--- src/logic/exec_pkg.sv ---
// Shared definitions for the execute stage
// Word and register index types, ALU and branch encodings,
// multiplier FSM states
package exec_pkg;

  // Width of addresses, results and the commit datapath
  localparam int XLEN = 32;

  typedef logic [XLEN-1:0] word_t;
  typedef logic [4:0]      reg_idx_t;

  typedef enum logic [3:0] {
    ADD  = 4'd0,
    SUB  = 4'd1,
    AND  = 4'd2,
    OR   = 4'd3,
    XOR  = 4'd4,
    SLL  = 4'd5,
    SRL  = 4'd6,
    SRA  = 4'd7,
    SLT  = 4'd8,
    SLTU = 4'd9
  } alu_op_t;

  // Same values as the funct3 field of the branch opcodes
  typedef enum logic [2:0] {
    BEQ  = 3'd0,
    BNE  = 3'd1,
    BLT  = 3'd4,
    BGE  = 3'd5,
    BLTU = 3'd6,
    BGEU = 3'd7
  } branch_type_t;

  typedef enum logic [1:0] {
    IDLE = 2'd0,
    RUN  = 2'd1,
    DONE = 2'd2
  } mult_state_t;

endpackage

--- src/logic/exec_issue_if.sv ---
// Issue bundle from decode to the execute units
// Operands, pc and immediate, per-unit controls and destination register
interface exec_issue_if import exec_pkg::*; #(
  parameter int WORD_W = XLEN
);

  // Register operands follow the datapath width
  logic [WORD_W-1:0] port_a;
  logic [WORD_W-1:0] port_b;
  word_t             pc;
  word_t             imm;

  alu_op_t           aluop;
  logic              w_src;
  logic              wen_au;

  logic              branch_instr;
  branch_type_t      branch_type;
  logic              prediction;
  logic              jump_instr;
  word_t             jump_base;
  word_t             jump_offset;

  logic              mult_start;
  logic              mult_signed;
  logic              mult_high;
  logic              wen_mu;

  reg_idx_t          reg_rd;

  modport alu (input port_a, port_b, pc, imm, aluop, w_src, wen_au);
  modport branch (input port_a, port_b, pc, imm, branch_instr, branch_type,
                  prediction, jump_instr, jump_base, jump_offset);
  modport mult (input port_a, port_b, mult_start, mult_signed, mult_high, wen_mu);
  modport commit (input pc, reg_rd, wen_au, wen_mu, branch_instr, jump_instr,
                  prediction);

endinterface

--- src/logic/alu_unit.sv ---
// Combinational arithmetic unit
// ALU operations plus the pc + 4 link value for jumps
module alu_unit import exec_pkg::*; (
  exec_issue_if.alu issue,
  output word_t     result
);

  word_t      op_a;
  word_t      op_b;
  word_t      alu_out;
  logic [4:0] shamt;

  assign op_a  = word_t'(issue.port_a);
  assign op_b  = word_t'(issue.port_b);
  assign shamt = op_b[4:0];

  always_comb begin
    case (issue.aluop)
      ADD:     alu_out = op_a + op_b;
      SUB:     alu_out = op_a - op_b;
      AND:     alu_out = op_a & op_b;
      OR:      alu_out = op_a | op_b;
      XOR:     alu_out = op_a ^ op_b;
      SLL:     alu_out = op_a << shamt;
      SRL:     alu_out = op_a >> shamt;
      SRA:     alu_out = word_t'($signed(op_a) >>> shamt);
      SLT:     alu_out = word_t'($signed(op_a) < $signed(op_b));
      SLTU:    alu_out = word_t'(op_a < op_b);
      default: alu_out = '0;
    endcase
  end

  // Link address replaces the ALU value for jal/jalr
  assign result = issue.w_src ? issue.pc + word_t'(4) : alu_out;

endmodule

--- src/logic/branch_jump_unit.sv ---
// Branch resolution and jump target calculation
// Taken decision, resolved address, jump target, redirect address
// and mispredict flag, all combinational
module branch_jump_unit import exec_pkg::*; (
  exec_issue_if.branch issue,
  output logic         branch_taken,
  output word_t        resolved_addr,
  output word_t        jump_addr,
  output word_t        brj_addr,
  output logic         mispredict
);

  word_t rs1;
  word_t rs2;
  logic  equal;
  logic  less_signed;
  logic  less_unsigned;

  assign rs1 = word_t'(issue.port_a);
  assign rs2 = word_t'(issue.port_b);

  assign equal         = (rs1 == rs2);
  assign less_signed   = ($signed(rs1) < $signed(rs2));
  assign less_unsigned = (rs1 < rs2);

  always_comb begin
    case (issue.branch_type)
      BEQ:     branch_taken = equal;
      BNE:     branch_taken = !equal;
      BLT:     branch_taken = less_signed;
      BGE:     branch_taken = !less_signed;
      BLTU:    branch_taken = less_unsigned;
      BGEU:    branch_taken = !less_unsigned;
      default: branch_taken = 1'b0;
    endcase
  end

  // Fall through to the next sequential instruction when not taken
  assign resolved_addr = branch_taken ? issue.pc + issue.imm
                                      : issue.pc + word_t'(4);

  // jalr target with bit 0 forced low
  assign jump_addr = (issue.jump_base + issue.jump_offset) & ~word_t'(1);

  assign brj_addr = issue.jump_instr ? jump_addr : resolved_addr;

  assign mispredict = issue.branch_instr & (issue.prediction ^ branch_taken);

endmodule

--- src/logic/commit_latch.sv ---
// Execute to commit pipeline register
// Clears on flush with pc_en or on halt, loads on pc_en when
// the multiplier is not busy, holds otherwise
module commit_latch import exec_pkg::*; (
  input  logic         CLK,
  input  logic         nRST,
  exec_issue_if.commit issue,
  input  logic         halt,
  input  logic         flush,
  input  logic         pc_en,
  input  logic         busy,
  input  word_t        alu_result,
  input  word_t        product,
  input  word_t        resolved_addr,
  input  word_t        jump_addr,
  input  logic         branch_taken,
  output logic         wen_au,
  output logic         wen_mu,
  output logic         branch_instr,
  output logic         branch_taken_q,
  output logic         jump_instr,
  output logic         prediction_q,
  output word_t        wdata_au,
  output word_t        wdata_mu,
  output word_t        br_resolved_addr,
  output word_t        jump_addr_q,
  output word_t        pc_q,
  output reg_idx_t     reg_rd_q
);

  logic clear;
  logic load;

  assign clear = (flush && pc_en) || halt;
  assign load  = pc_en && !busy;

  always_ff @(posedge CLK, negedge nRST) begin
    if (!nRST) begin
      wen_au           <= 1'b0;
      wen_mu           <= 1'b0;
      branch_instr     <= 1'b0;
      branch_taken_q   <= 1'b0;
      jump_instr       <= 1'b0;
      prediction_q     <= 1'b0;
      wdata_au         <= '0;
      wdata_mu         <= '0;
      br_resolved_addr <= '0;
      jump_addr_q      <= '0;
      pc_q             <= '0;
      reg_rd_q         <= '0;
    end else if (clear) begin
      wen_au           <= 1'b0;
      wen_mu           <= 1'b0;
      branch_instr     <= 1'b0;
      branch_taken_q   <= 1'b0;
      jump_instr       <= 1'b0;
      prediction_q     <= 1'b0;
      wdata_au         <= '0;
      wdata_mu         <= '0;
      br_resolved_addr <= '0;
      jump_addr_q      <= '0;
      pc_q             <= '0;
      reg_rd_q         <= '0;
    end else if (load) begin
      // Multiply write enable only gets here once the product is ready
      wen_au           <= issue.wen_au;
      wen_mu           <= issue.wen_mu;
      branch_instr     <= issue.branch_instr;
      branch_taken_q   <= branch_taken;
      jump_instr       <= issue.jump_instr;
      prediction_q     <= issue.prediction;
      wdata_au         <= alu_result;
      wdata_mu         <= product;
      br_resolved_addr <= resolved_addr;
      jump_addr_q      <= jump_addr;
      pc_q             <= issue.pc;
      reg_rd_q         <= issue.reg_rd;
    end
  end

endmodule

--- src/logic/multiply_unit.sv ---
// Iterative shift-add multiplier
// IDLE/RUN/DONE FSM, one partial product per cycle, busy flag,
// sign correction and high/low half select
module multiply_unit import exec_pkg::*; #(
  parameter int WORD_W = XLEN
) (
  input  logic       CLK,
  input  logic       nRST,
  exec_issue_if.mult issue,
  input  logic       abort,
  output logic       busy,
  output word_t      product
);

  localparam int CNT_W = $clog2(WORD_W);

  mult_state_t         state;
  logic [CNT_W-1:0]    step;
  logic [WORD_W-1:0]   mcand;
  logic [2*WORD_W-1:0] acc;
  logic                negate;
  logic                high_sel;
  logic                a_neg;
  logic                b_neg;
  logic [WORD_W-1:0]   a_mag;
  logic [WORD_W-1:0]   b_mag;
  logic [WORD_W:0]     partial;
  logic [2*WORD_W-1:0] full;
  logic                start;

  assign start = (state == IDLE) && issue.mult_start;
  assign busy  = start || (state == RUN);

  // Signs only count for a signed multiply
  assign a_neg = issue.mult_signed & issue.port_a[WORD_W-1];
  assign b_neg = issue.mult_signed & issue.port_b[WORD_W-1];
  assign a_mag = a_neg ? -issue.port_a : issue.port_a;
  assign b_mag = b_neg ? -issue.port_b : issue.port_b;

  always_ff @(posedge CLK, negedge nRST) begin
    if (!nRST) begin
      state <= IDLE;
      step  <= '0;
    end else if (abort) begin
      state <= IDLE;
    end else begin
      case (state)
        IDLE: begin
          if (issue.mult_start) begin
            state <= RUN;
            step  <= '0;
          end
        end
        RUN: begin
          step <= step + CNT_W'(1);
          if (step == CNT_W'(WORD_W - 1)) begin
            state <= DONE;
          end
        end
        DONE:    state <= IDLE;
        default: state <= IDLE;
      endcase
    end
  end

  // Upper half accumulates while multiplier bits shift out of the lower half
  assign partial = {1'b0, acc[2*WORD_W-1:WORD_W]}
                 + (acc[0] ? {1'b0, mcand} : {(WORD_W+1){1'b0}});

  always_ff @(posedge CLK) begin
    if (start) begin
      mcand    <= a_mag;
      acc      <= {{WORD_W{1'b0}}, b_mag};
      negate   <= a_neg ^ b_neg;
      high_sel <= issue.mult_high;
    end else if (state == RUN) begin
      acc <= {partial, acc[WORD_W-1:1]};
    end
  end

  assign full = negate ? -acc : acc;

  assign product = (state == DONE)
                 ? word_t'(high_sel ? full[2*WORD_W-1:WORD_W] : full[WORD_W-1:0])
                 : '0;

endmodule

--- src/logic/ooo_execute_stage.sv ---
// Execute stage top level
// Drives the issue bundle from plain ports and connects the ALU,
// branch/jump unit, multiplier and execute/commit register
module ooo_execute_stage import exec_pkg::*; #(
  parameter int WORD_W = XLEN
) (
  input  logic              CLK,
  input  logic              nRST,
  input  logic              halt,
  input  logic              flush,
  input  logic              pc_en,
  // Issue fields from decode
  input  logic [WORD_W-1:0] port_a,
  input  logic [WORD_W-1:0] port_b,
  input  word_t             pc,
  input  word_t             imm,
  input  alu_op_t           aluop,
  input  logic              w_src,
  input  logic              dec_wen_au,
  input  logic              dec_branch_instr,
  input  branch_type_t      branch_type,
  input  logic              prediction,
  input  logic              dec_jump_instr,
  input  word_t             jump_base,
  input  word_t             jump_offset,
  input  logic              mult_start,
  input  logic              mult_signed,
  input  logic              mult_high,
  input  logic              dec_wen_mu,
  input  reg_idx_t          reg_rd,
  // Stall and redirect back to the front end
  output logic              busy,
  output logic              mispredict,
  output word_t             brj_addr,
  // Commit side
  output logic              wen_au,
  output logic              wen_mu,
  output logic              branch_instr,
  output logic              branch_taken_q,
  output logic              jump_instr,
  output logic              prediction_q,
  output word_t             wdata_au,
  output word_t             wdata_mu,
  output word_t             br_resolved_addr,
  output word_t             jump_addr_q,
  output word_t             pc_q,
  output reg_idx_t          reg_rd_q
);

  word_t alu_result;
  word_t product;
  word_t resolved_addr;
  word_t jump_addr;
  logic  branch_taken;
  logic  abort;

  exec_issue_if #(.WORD_W(WORD_W)) issue_if ();

  assign issue_if.port_a       = port_a;
  assign issue_if.port_b       = port_b;
  assign issue_if.pc           = pc;
  assign issue_if.imm          = imm;
  assign issue_if.aluop        = aluop;
  assign issue_if.w_src        = w_src;
  assign issue_if.wen_au       = dec_wen_au;
  assign issue_if.branch_instr = dec_branch_instr;
  assign issue_if.branch_type  = branch_type;
  assign issue_if.prediction   = prediction;
  assign issue_if.jump_instr   = dec_jump_instr;
  assign issue_if.jump_base    = jump_base;
  assign issue_if.jump_offset  = jump_offset;
  assign issue_if.mult_start   = mult_start;
  assign issue_if.mult_signed  = mult_signed;
  assign issue_if.mult_high    = mult_high;
  assign issue_if.wen_mu       = dec_wen_mu;
  assign issue_if.reg_rd       = reg_rd;

  // Same condition that clears the commit register
  assign abort = (flush && pc_en) || halt;

  alu_unit alu_unit_inst (
    .issue  (issue_if.alu),
    .result (alu_result)
  );

  branch_jump_unit branch_jump_unit_inst (
    .issue         (issue_if.branch),
    .branch_taken  (branch_taken),
    .resolved_addr (resolved_addr),
    .jump_addr     (jump_addr),
    .brj_addr      (brj_addr),
    .mispredict    (mispredict)
  );

  multiply_unit #(.WORD_W(WORD_W)) multiply_unit_inst (
    .CLK     (CLK),
    .nRST    (nRST),
    .issue   (issue_if.mult),
    .abort   (abort),
    .busy    (busy),
    .product (product)
  );

  commit_latch commit_latch_inst (
    .CLK              (CLK),
    .nRST             (nRST),
    .issue            (issue_if.commit),
    .halt             (halt),
    .flush            (flush),
    .pc_en            (pc_en),
    .busy             (busy),
    .alu_result       (alu_result),
    .product          (product),
    .resolved_addr    (resolved_addr),
    .jump_addr        (jump_addr),
    .branch_taken     (branch_taken),
    .wen_au           (wen_au),
    .wen_mu           (wen_mu),
    .branch_instr     (branch_instr),
    .branch_taken_q   (branch_taken_q),
    .jump_instr       (jump_instr),
    .prediction_q     (prediction_q),
    .wdata_au         (wdata_au),
    .wdata_mu         (wdata_mu),
    .br_resolved_addr (br_resolved_addr),
    .jump_addr_q      (jump_addr_q),
    .pc_q             (pc_q),
    .reg_rd_q         (reg_rd_q)
  );

endmodule

--- config.mk ---
export PLATFORM = sky130hd
export DESIGN_NAME = ooo_execute_stage
export DESIGN_NICKNAME = d
export VERILOG_FILES = /design/src/logic/exec_pkg.sv /design/src/logic/exec_issue_if.sv /design/src/logic/alu_unit.sv /design/src/logic/branch_jump_unit.sv /design/src/logic/commit_latch.sv /design/src/logic/multiply_unit.sv /design/src/logic/ooo_execute_stage.sv
export SDC_FILE = /design/constraint.sdc
export NUM_CORES = 1
export LEC_CHECK = 0
export BUFFER_PORTS_ARGS = -buffer_cell sky130_fd_sc_hd__clkbuf_2
export CORE_UTILIZATION = 45
export DETAILED_ROUTE_END_ITERATION = 10
export GPL_TIMING_DRIVEN = 0
export SLEW_MARGIN = 5
export SYNTH_ARGS = -nofsm -noshare
export SYNTH_HDL_FRONTEND = slang
export SYNTH_HIERARCHICAL = 1
export SYNTH_SLANG_ARGS = --single-unit
--- constraint.sdc ---
create_clock -name CLK -period 5.84 [get_ports CLK]
set_input_delay 1.168 -clock CLK [delete_from_list [all_inputs] [get_ports CLK]]
set_output_delay 1.168 -clock CLK [all_outputs]
set_load 0.02 [all_outputs]
==> After elaboration in Yosys (flattened, before gate mapping) <==
Index checks and enable logic that the tools add are counted.
{ "totals": {"reg_bits": 276, "input_bits": 218, "elab_cells": 124} }
{ "classes": {"n_addsub": 10, "order_cmp": 2, "n_eq_ne": 21, "n_shift": 3, "mux": 43, "bitwise": 9, "reduce_logical": 17} }
{ "op_table": {"columns": ["operator", "n"], "rows": [
  ["32-bit 2-to-1 mux", 20],
  ["32-bit case mux with 10 select lines", 1],
  ["32-bit adder", 3],
  ["32-bit < comparator", 2],
  ["64-bit 2-to-1 mux", 1],
  ["32-bit negation", 2],
  ["64-bit negation", 1],
  ["32-bit by 32-bit adder with 33-bit output", 1],
  ["32-bit by 3-bit adder with 32-bit output (second input constant)", 1],
  ["32-bit AND", 1],
  ["32-bit equality test", 1],
  ["32-bit bitwise OR", 1],
  ["32-bit by 5-bit << shifter with 32-bit output", 1],
  ["32-bit by 5-bit >> shifter with 32-bit output", 1],
  ["32-bit by 5-bit >>> shifter with 32-bit output", 1],
  ["32-bit subtractor", 1],
  ["32-bit XOR", 1],
  ["4-bit by 3-bit equality test with 1-bit output (second input constant)", 4],
  ["5-bit 2-to-1 mux", 3],
  ["3-bit equality test (second input constant)", 4],
  ["1-bit 2-to-1 mux", 12],
  ["5-bit case mux with 2 select lines", 1],
  ["4-bit by 2-bit equality test with 1-bit output (second input constant)", 2],
  ["4-bit equality test (second input constant)", 2],
  ["other kinds (24)", 37]
]} }

==> Longest topological paths before layout <==
{ "depth": {"ltp_word": 7, "ltp_mapped": 16, "mapped_depth_nobuf": 15} }

==> Cells and area by module <==
The synthesis kept the hierarchy.
{ "by_module_without_submodules": {"columns": ["mod", "instances", "cells_each", "area_per_inst_um2", "seq_area_each_um2"], "rows": [
  ["commit_latch", 1, 988, 10363.7, 4279.1],
  ["alu_unit", 1, 1434, 9651.8, 0.0],
  ["multiply_unit", 1, 1040, 8662.1, 2797.7],
  ["branch_jump_unit", 1, 744, 5220.0, 0.0],
  ["ooo_execute_stage", 1, 1, 7.5, 0.0]
]} }

==> Least setup slack after synthesis <==
Ideal clock, no wire load.
{ "synth_timing": {"path_type": "input to output", "start": "input port_b[19]", "end": "output brj_addr[10]", "arrival_time_ns": 3.860, "t_required_ns": 4.672, "setup_slack_ns": 0.812, "cell_stages": 13, "cell_sequence": "inv_1 ha_1 nand4_1 or4_1 or4_1 a211oi_1 a31oi_1 nand3_2 buf_6 buf_6 mux2i_1 nor2_1 nor2_1"} }
{ "synth_via": {"elab_chain_cells": 5} }
{ "synth_rtl": {"columns": ["item", "line", "rtl"], "rows": [
  ["from (decl)", "ooo_execute_stage.sv:14", "input logic [WORD_W-1:0] port_b,"],
  ["32-bit < comparator, or another cell as far along", "branch_jump_unit.sv:24", "assign less_unsigned = (rs1 < rs2);"],
  ["1-bit zero test, on equally long branches", "branch_jump_unit.sv:33, branch_jump_unit.sv:29, branch_jump_unit.sv:31", null],
  ["1-bit case mux with 6 select lines (*)", "branch_jump_unit.sv:27", "case (issue.branch_type)"],
  ["named net branch_taken", "ooo_execute_stage.sv:54", "logic branch_taken;"],
  ["32-bit 2-to-1 mux (*)", "branch_jump_unit.sv:39", "assign resolved_addr = branch_taken ? issue.pc + issue.imm"],
  ["named net resolved_addr[10]", "ooo_execute_stage.sv:52", "word_t resolved_addr;"],
  ["32-bit 2-to-1 mux (*)", "branch_jump_unit.sv:45", "assign brj_addr = issue.jump_instr ? jump_addr : resolved_addr;"],
  ["to (decl)", "ooo_execute_stage.sv:34", "output word_t brj_addr,"]
]} }
Mark *: on every way through the listed nets, which the timed path passes. The rest lies on a longest branch.

==> Final worst setup path <==
{ "layout_timing": {"start": "input port_a[24]", "end": "output brj_addr[8]"} }
{ "layout_via": {"elab_chain_cells": 5} }
{ "layout_rtl": {"columns": ["item", "line", "rtl"], "rows": [
  ["from (decl)", "ooo_execute_stage.sv:13", "input logic [WORD_W-1:0] port_a,"],
  ["32-bit < comparator, or another cell as far along", "branch_jump_unit.sv:24", null],
  ["1-bit zero test, on equally long branches", "branch_jump_unit.sv:33, branch_jump_unit.sv:29, branch_jump_unit.sv:31", null],
  ["1-bit case mux with 6 select lines (*)", "branch_jump_unit.sv:27", null],
  ["32-bit 2-to-1 mux (*)", "branch_jump_unit.sv:39", null],
  ["named net resolved_addr[8]", "ooo_execute_stage.sv:52", null],
  ["32-bit 2-to-1 mux (*)", "branch_jump_unit.sv:45", null]
]} }
Marks and branches as above.

==> metrics.md <==
| Metric | Value |
|---|---|
| DP HPWL | `126000 µm` |
| Failing checks | `negative setup slack` |
| Global-route wire length before repair | `234000 µm` |
| GR met3 Demand/Resource | `8.84%` |
| Leakage | `15.9 nW` |
| Crit-path cells | `clkbuf_4 > ha_1 > nand4_1 > buf_4 > nor2_1 > a221o_1 > a211o_1 > or4_4 > nand3_4 > buf_8 > buf_4 > mux2i_2 > mux2_2 > clkbuf_2` |
| Worst skew pair latency | `590 ps` |
| Worst-Margin Slew | `1320 ps` |
| Final min period | `5910 ps` |
| Maxcap violations | `0` |
| Sw Share | `41.4%` |
| Flop pwr share | `28.3%` |
| FF+latch count, synth | `276` |
| VDD IR-drop max | `0.000158 V` |
| CP bufs+invs | `5` |
| Crit path required time | `4670 ps` |
| Die H | `276 µm` |
| Ys flop type | `dfrtp_1` |
| GRT Overall Usage | `40.4%` |
| Yosys warns | `6` |
| Pwr Density | `206 nW/µm²` |
| CTS tree | `built` |
| Hold WC Path Type | `input pin to asynchronous set/reset pin` |
| Setup violators final | `3` |
| Synth area leader | `dfrtp_1` |
| Final Slew Violations | `0` |
| Critical path class | `input pin to output pin` |
| Placed insts | `5601` |
| DR vias/cell | `6.54` |
| Syn-to-layout area delta | `15.8%` |
| RSZ-0062 raised after global routing | `yes` |
| Clock Path Buffers | `3` |
| Rel. slew slack | `9.44%` |
| Slowest cell delay on critical path | `570 ps` |
| Comb power frac | `42.2%` |
| Top post-synthesis cells by area | `dfrtp_1, ha_1, edfxtp_1, nand4bb_1, a21oi_1` |
| # IOs | `423` |
| Total core area | `74400 µm²` |
| Top cell type's share of synthesized area | `13.1%` |
| Share of layout cells above drive strength 1 | `15.9%` |
| CTS Sinks | `276` |
| Initial DRC Count | `4131` |
| P_sw | `3.35 mW` |
| Site row count | `100` |
| Full die area | `76400 µm²` |
| CP Max Fanout | `12` |
| Initial antenna violation count | `11` |
| CP arrival | `4740 ps` |
| Clock share of power | `29.5%` |
| Final Net Count | `5141` |
| Crit path max-delay family | `simple AND/OR/NAND/NOR gates` |
| Peak Freq | `169 MHz` |
| Starting Density | `45.5%` |
| Critical Path Most Common Cell | `buf_4` |
| Antenna viol nets, final | `0` |
| Reg clk slew, reported paths | `50 ps` |
| PnR worst setup slack | `-72.5 ps` |
| GRT met2 Usage | `60.7%` |
| GRT overflow | `0` |
| Post-synth EDFFs | `66` |
| H-tree depth | `2` |
| Synth Instances | `4207` |
| Post-layout util | `52.7%` |
| DR pass1 iterations | `6` |
| Total Power | `8.08 mW` |
| Per-cell routed wire length | `28.2 µm` |
| Input/output buffers | `421` |
| Asr flop ratio synth | `64.5%` |
| CP Capture Type | `output pin` |
| Fin Hold WS | `507 ps` |
| Vias | `37200` |
| Int Pwr | `4.74 mW` |
| Critical-path top delay cell | `or4_4` |
| Syn Area/Cell | `8.06 µm²` |
| Period utilization | `101%` |
| # DRC | `0` |
| Finished Layout Cells | `5689` |
| Mapped Nets | `4662` |
| Final wirelength | `160000 µm` |
| CP Launch Type | `input pin` |
| Synthesized area | `33900 µm²` |
| Fin Clk Skew | `43.7 ps` |
| Part of the Yosys area used for sequential elements | `20.9%` |
| Root buf cell | `clkbuf_16` |
| Met1 GRT Util | `54.8%` |
| Synth unique cells | `101` |
| RePlAce Congestion | `1.08` |
| TritonCTS Buffers | `37` |
| Outcome | `finished with violations` |
| Die Width | `276 µm` |
| Busiest grt layer | `met2` |
| Vias in the first global route | `34800` |
| Final Hold Fails | `0` |
| Largest net degree at the start of global routing | `81` |
-- logic make-up (layout without fill, tap and decap cells) --
logic type | after synthesis | count (layout) | synth area share, %
compound gates | 1203 | 1203 | 23.2
xor+xnor | 258 | 258 | 6.66
fa+ha+maj | 237 | 237 | 8.86
buf+inv | 502 | 1006 | 6.47
flops | 276 | 276 | 20.9
mux | 163 | 163 | 6.40
other cells | 1 | 10 | 0.0111
simple gates | 1567 | 1567 | 27.6
-- cell type report --
class | count | area, µm²
buffer | 317 | 1530
multi-input combinational | 3429 | 25000
clock buffer | 48 | 1020
tap | 969 | 1210
fill | 7435 | 35200
clock inverter | 16 | 211
inverter | 181 | 686
sequential | 276 | 7080
timing repair buffer | 444 | 2510
antenna | 9 | 22.5
-- through the flow --
stage | setup WS (ps) | area, µm² | setup TNS (ps)
after floorplan | 812 | 33900 | 0
after global placement | -1090 | 37200 | -36700
after global routing | -86.4 | 39200 | -577
final | -72.5 | 39300 | -144
after detailed placement | -970 | 37300 | -22810
after CTS | -6.25 | 38900 | -6.25
-- power by group through the flow --
stage / logic, mW / registers (mW) / clock network, mW
5_1_grt: 3.61 / 2.30 / 2.49
2_1_floorplan: 2.00 / 2.29 / 0
4_1_cts: 3.26 / 2.28 / 2.42
3_3_place_gp: 3.18 / 2.32 / 0
6_report: 3.41 / 2.29 / 2.38
3_5_place_dp: 3.18 / 2.32 / 0
-- registers in the layout (all words and copies together) (netlist names), 2 cells and up --
name and flops:
commit_latch_inst/pc_q 32, multiply_unit_inst/state 2, commit_latch_inst/wdata_au 32, commit_latch_inst/jump_addr_q 32, commit_latch_inst/wdata_mu 32, multiply_unit_inst/mcand 32
multiply_unit_inst/acc 64, commit_latch_inst/reg_rd_q 5, commit_latch_inst/br_resolved_addr 32, multiply_unit_inst/step 5
-- worst reg2reg max path: stages (launching register included) --
cell and delay [ps]:
edfxtp_1 490, or4_4 570, or4_4 470, or4_1 510, buf_2 180, nor3_1 340
a31oi_1 170, xnor2_1 190, o22ai_1 790, nand4bb_1 180, a31oi_1 180
-- cells in the mapped netlist (18+ instances only) --
| master | instances |
|---|---|
| o221ai_1 | 21 |
| o41ai_1 | 18 |
| mux4_2 | 39 |
| ha_1 | 232 |
| dfrtp_1 | 178 |
| nand2_1 | 264 |
| o22ai_1 | 58 |
| xnor2_1 | 128 |
| buf_6 | 25 |
| nand3_1 | 72 |
| mux2_2 | 38 |
| nor4_1 | 32 |
| nor2b_1 | 21 |
| o21ai_0 | 200 |
| buf_2 | 47 |
| nor2_1 | 335 |
| o21a_1 | 22 |
| o211ai_1 | 43 |
| dfxtp_1 | 32 |
| and2_1 | 56 |
| o31ai_1 | 52 |
| nand2b_1 | 202 |
| nor3_1 | 74 |
| a31oi_1 | 207 |
| mux2i_1 | 85 |
| a21o_1 | 63 |
| xor2_1 | 130 |
| a21oi_1 | 275 |
| o21bai_1 | 25 |
| a211oi_1 | 47 |
| clkbuf_1 | 219 |
| nand4_1 | 41 |
| nand4bb_1 | 172 |
| edfxtp_1 | 66 |
| and3_1 | 22 |
| nand3b_1 | 176 |
| buf_1 | 20 |
| a221oi_1 | 24 |
| or3_1 | 33 |
| inv_1 | 177 |
-- path summary, 6_finish.rpt --
check                      cells past startpoint                               startpoint                                          to  slack [ps]
max reg2reg                                   10     multiply_unit_inst/acc[20]$_DFFE_PP_  commit_latch_inst/wdata_mu[31]$_DFFE_PN0P_        1720
min reg2reg                                    2  multiply_unit_inst/acc[58]$_SDFFE_PP0P_     multiply_unit_inst/acc[58]$_SDFFE_PP0P_         510
min in group CLK                               2  multiply_unit_inst/acc[58]$_SDFFE_PP0P_     multiply_unit_inst/acc[58]$_SDFFE_PP0P_         510
max in group asynchronous                      3                                     nRST       commit_latch_inst/pc_q[2]$_DFFE_PN0P_        4200
max                                           14                               port_a[24]                                 brj_addr[8]         -70
min                                            1                                     nRST  commit_latch_inst/wdata_mu[16]$_DFFE_PN0P_         510
-- layer usage --
layer,wire [µm],vias up
met5,119,-
met4,8190,6
met3,16500,429
met2,68900,2051
met1,66500,18000
li1,-,16700
-- cell usage in the layout, fill, tap and decap left out, types with 178 or more instances in the layout --
cell | netlist | routed
a21oi_1 | 275 | 270
o21ai_0 | 200 | 192
nor2_1 | 335 | 332
clkbuf_1 | 219 | 222
ha_1 | 232 | 227
nand2b_1 | 202 | 202
clkbuf_2 | 0 | 383
dfrtp_1 | 178 | 178
a31oi_1 | 207 | 206
nand2_1 | 264 | 264
-- what timing repair did --
item | in CTS | in global routing
resized for setup | 84 | 62
hold buffers | 0 | 0
buffers inserted | 5 | 14
pin swaps | 3 | 11
hold endpoints to repair | 0 | 0
endpoints found under the setup margin | 41 | 40
Note: power is estimated with default switching activity, not from simulation.
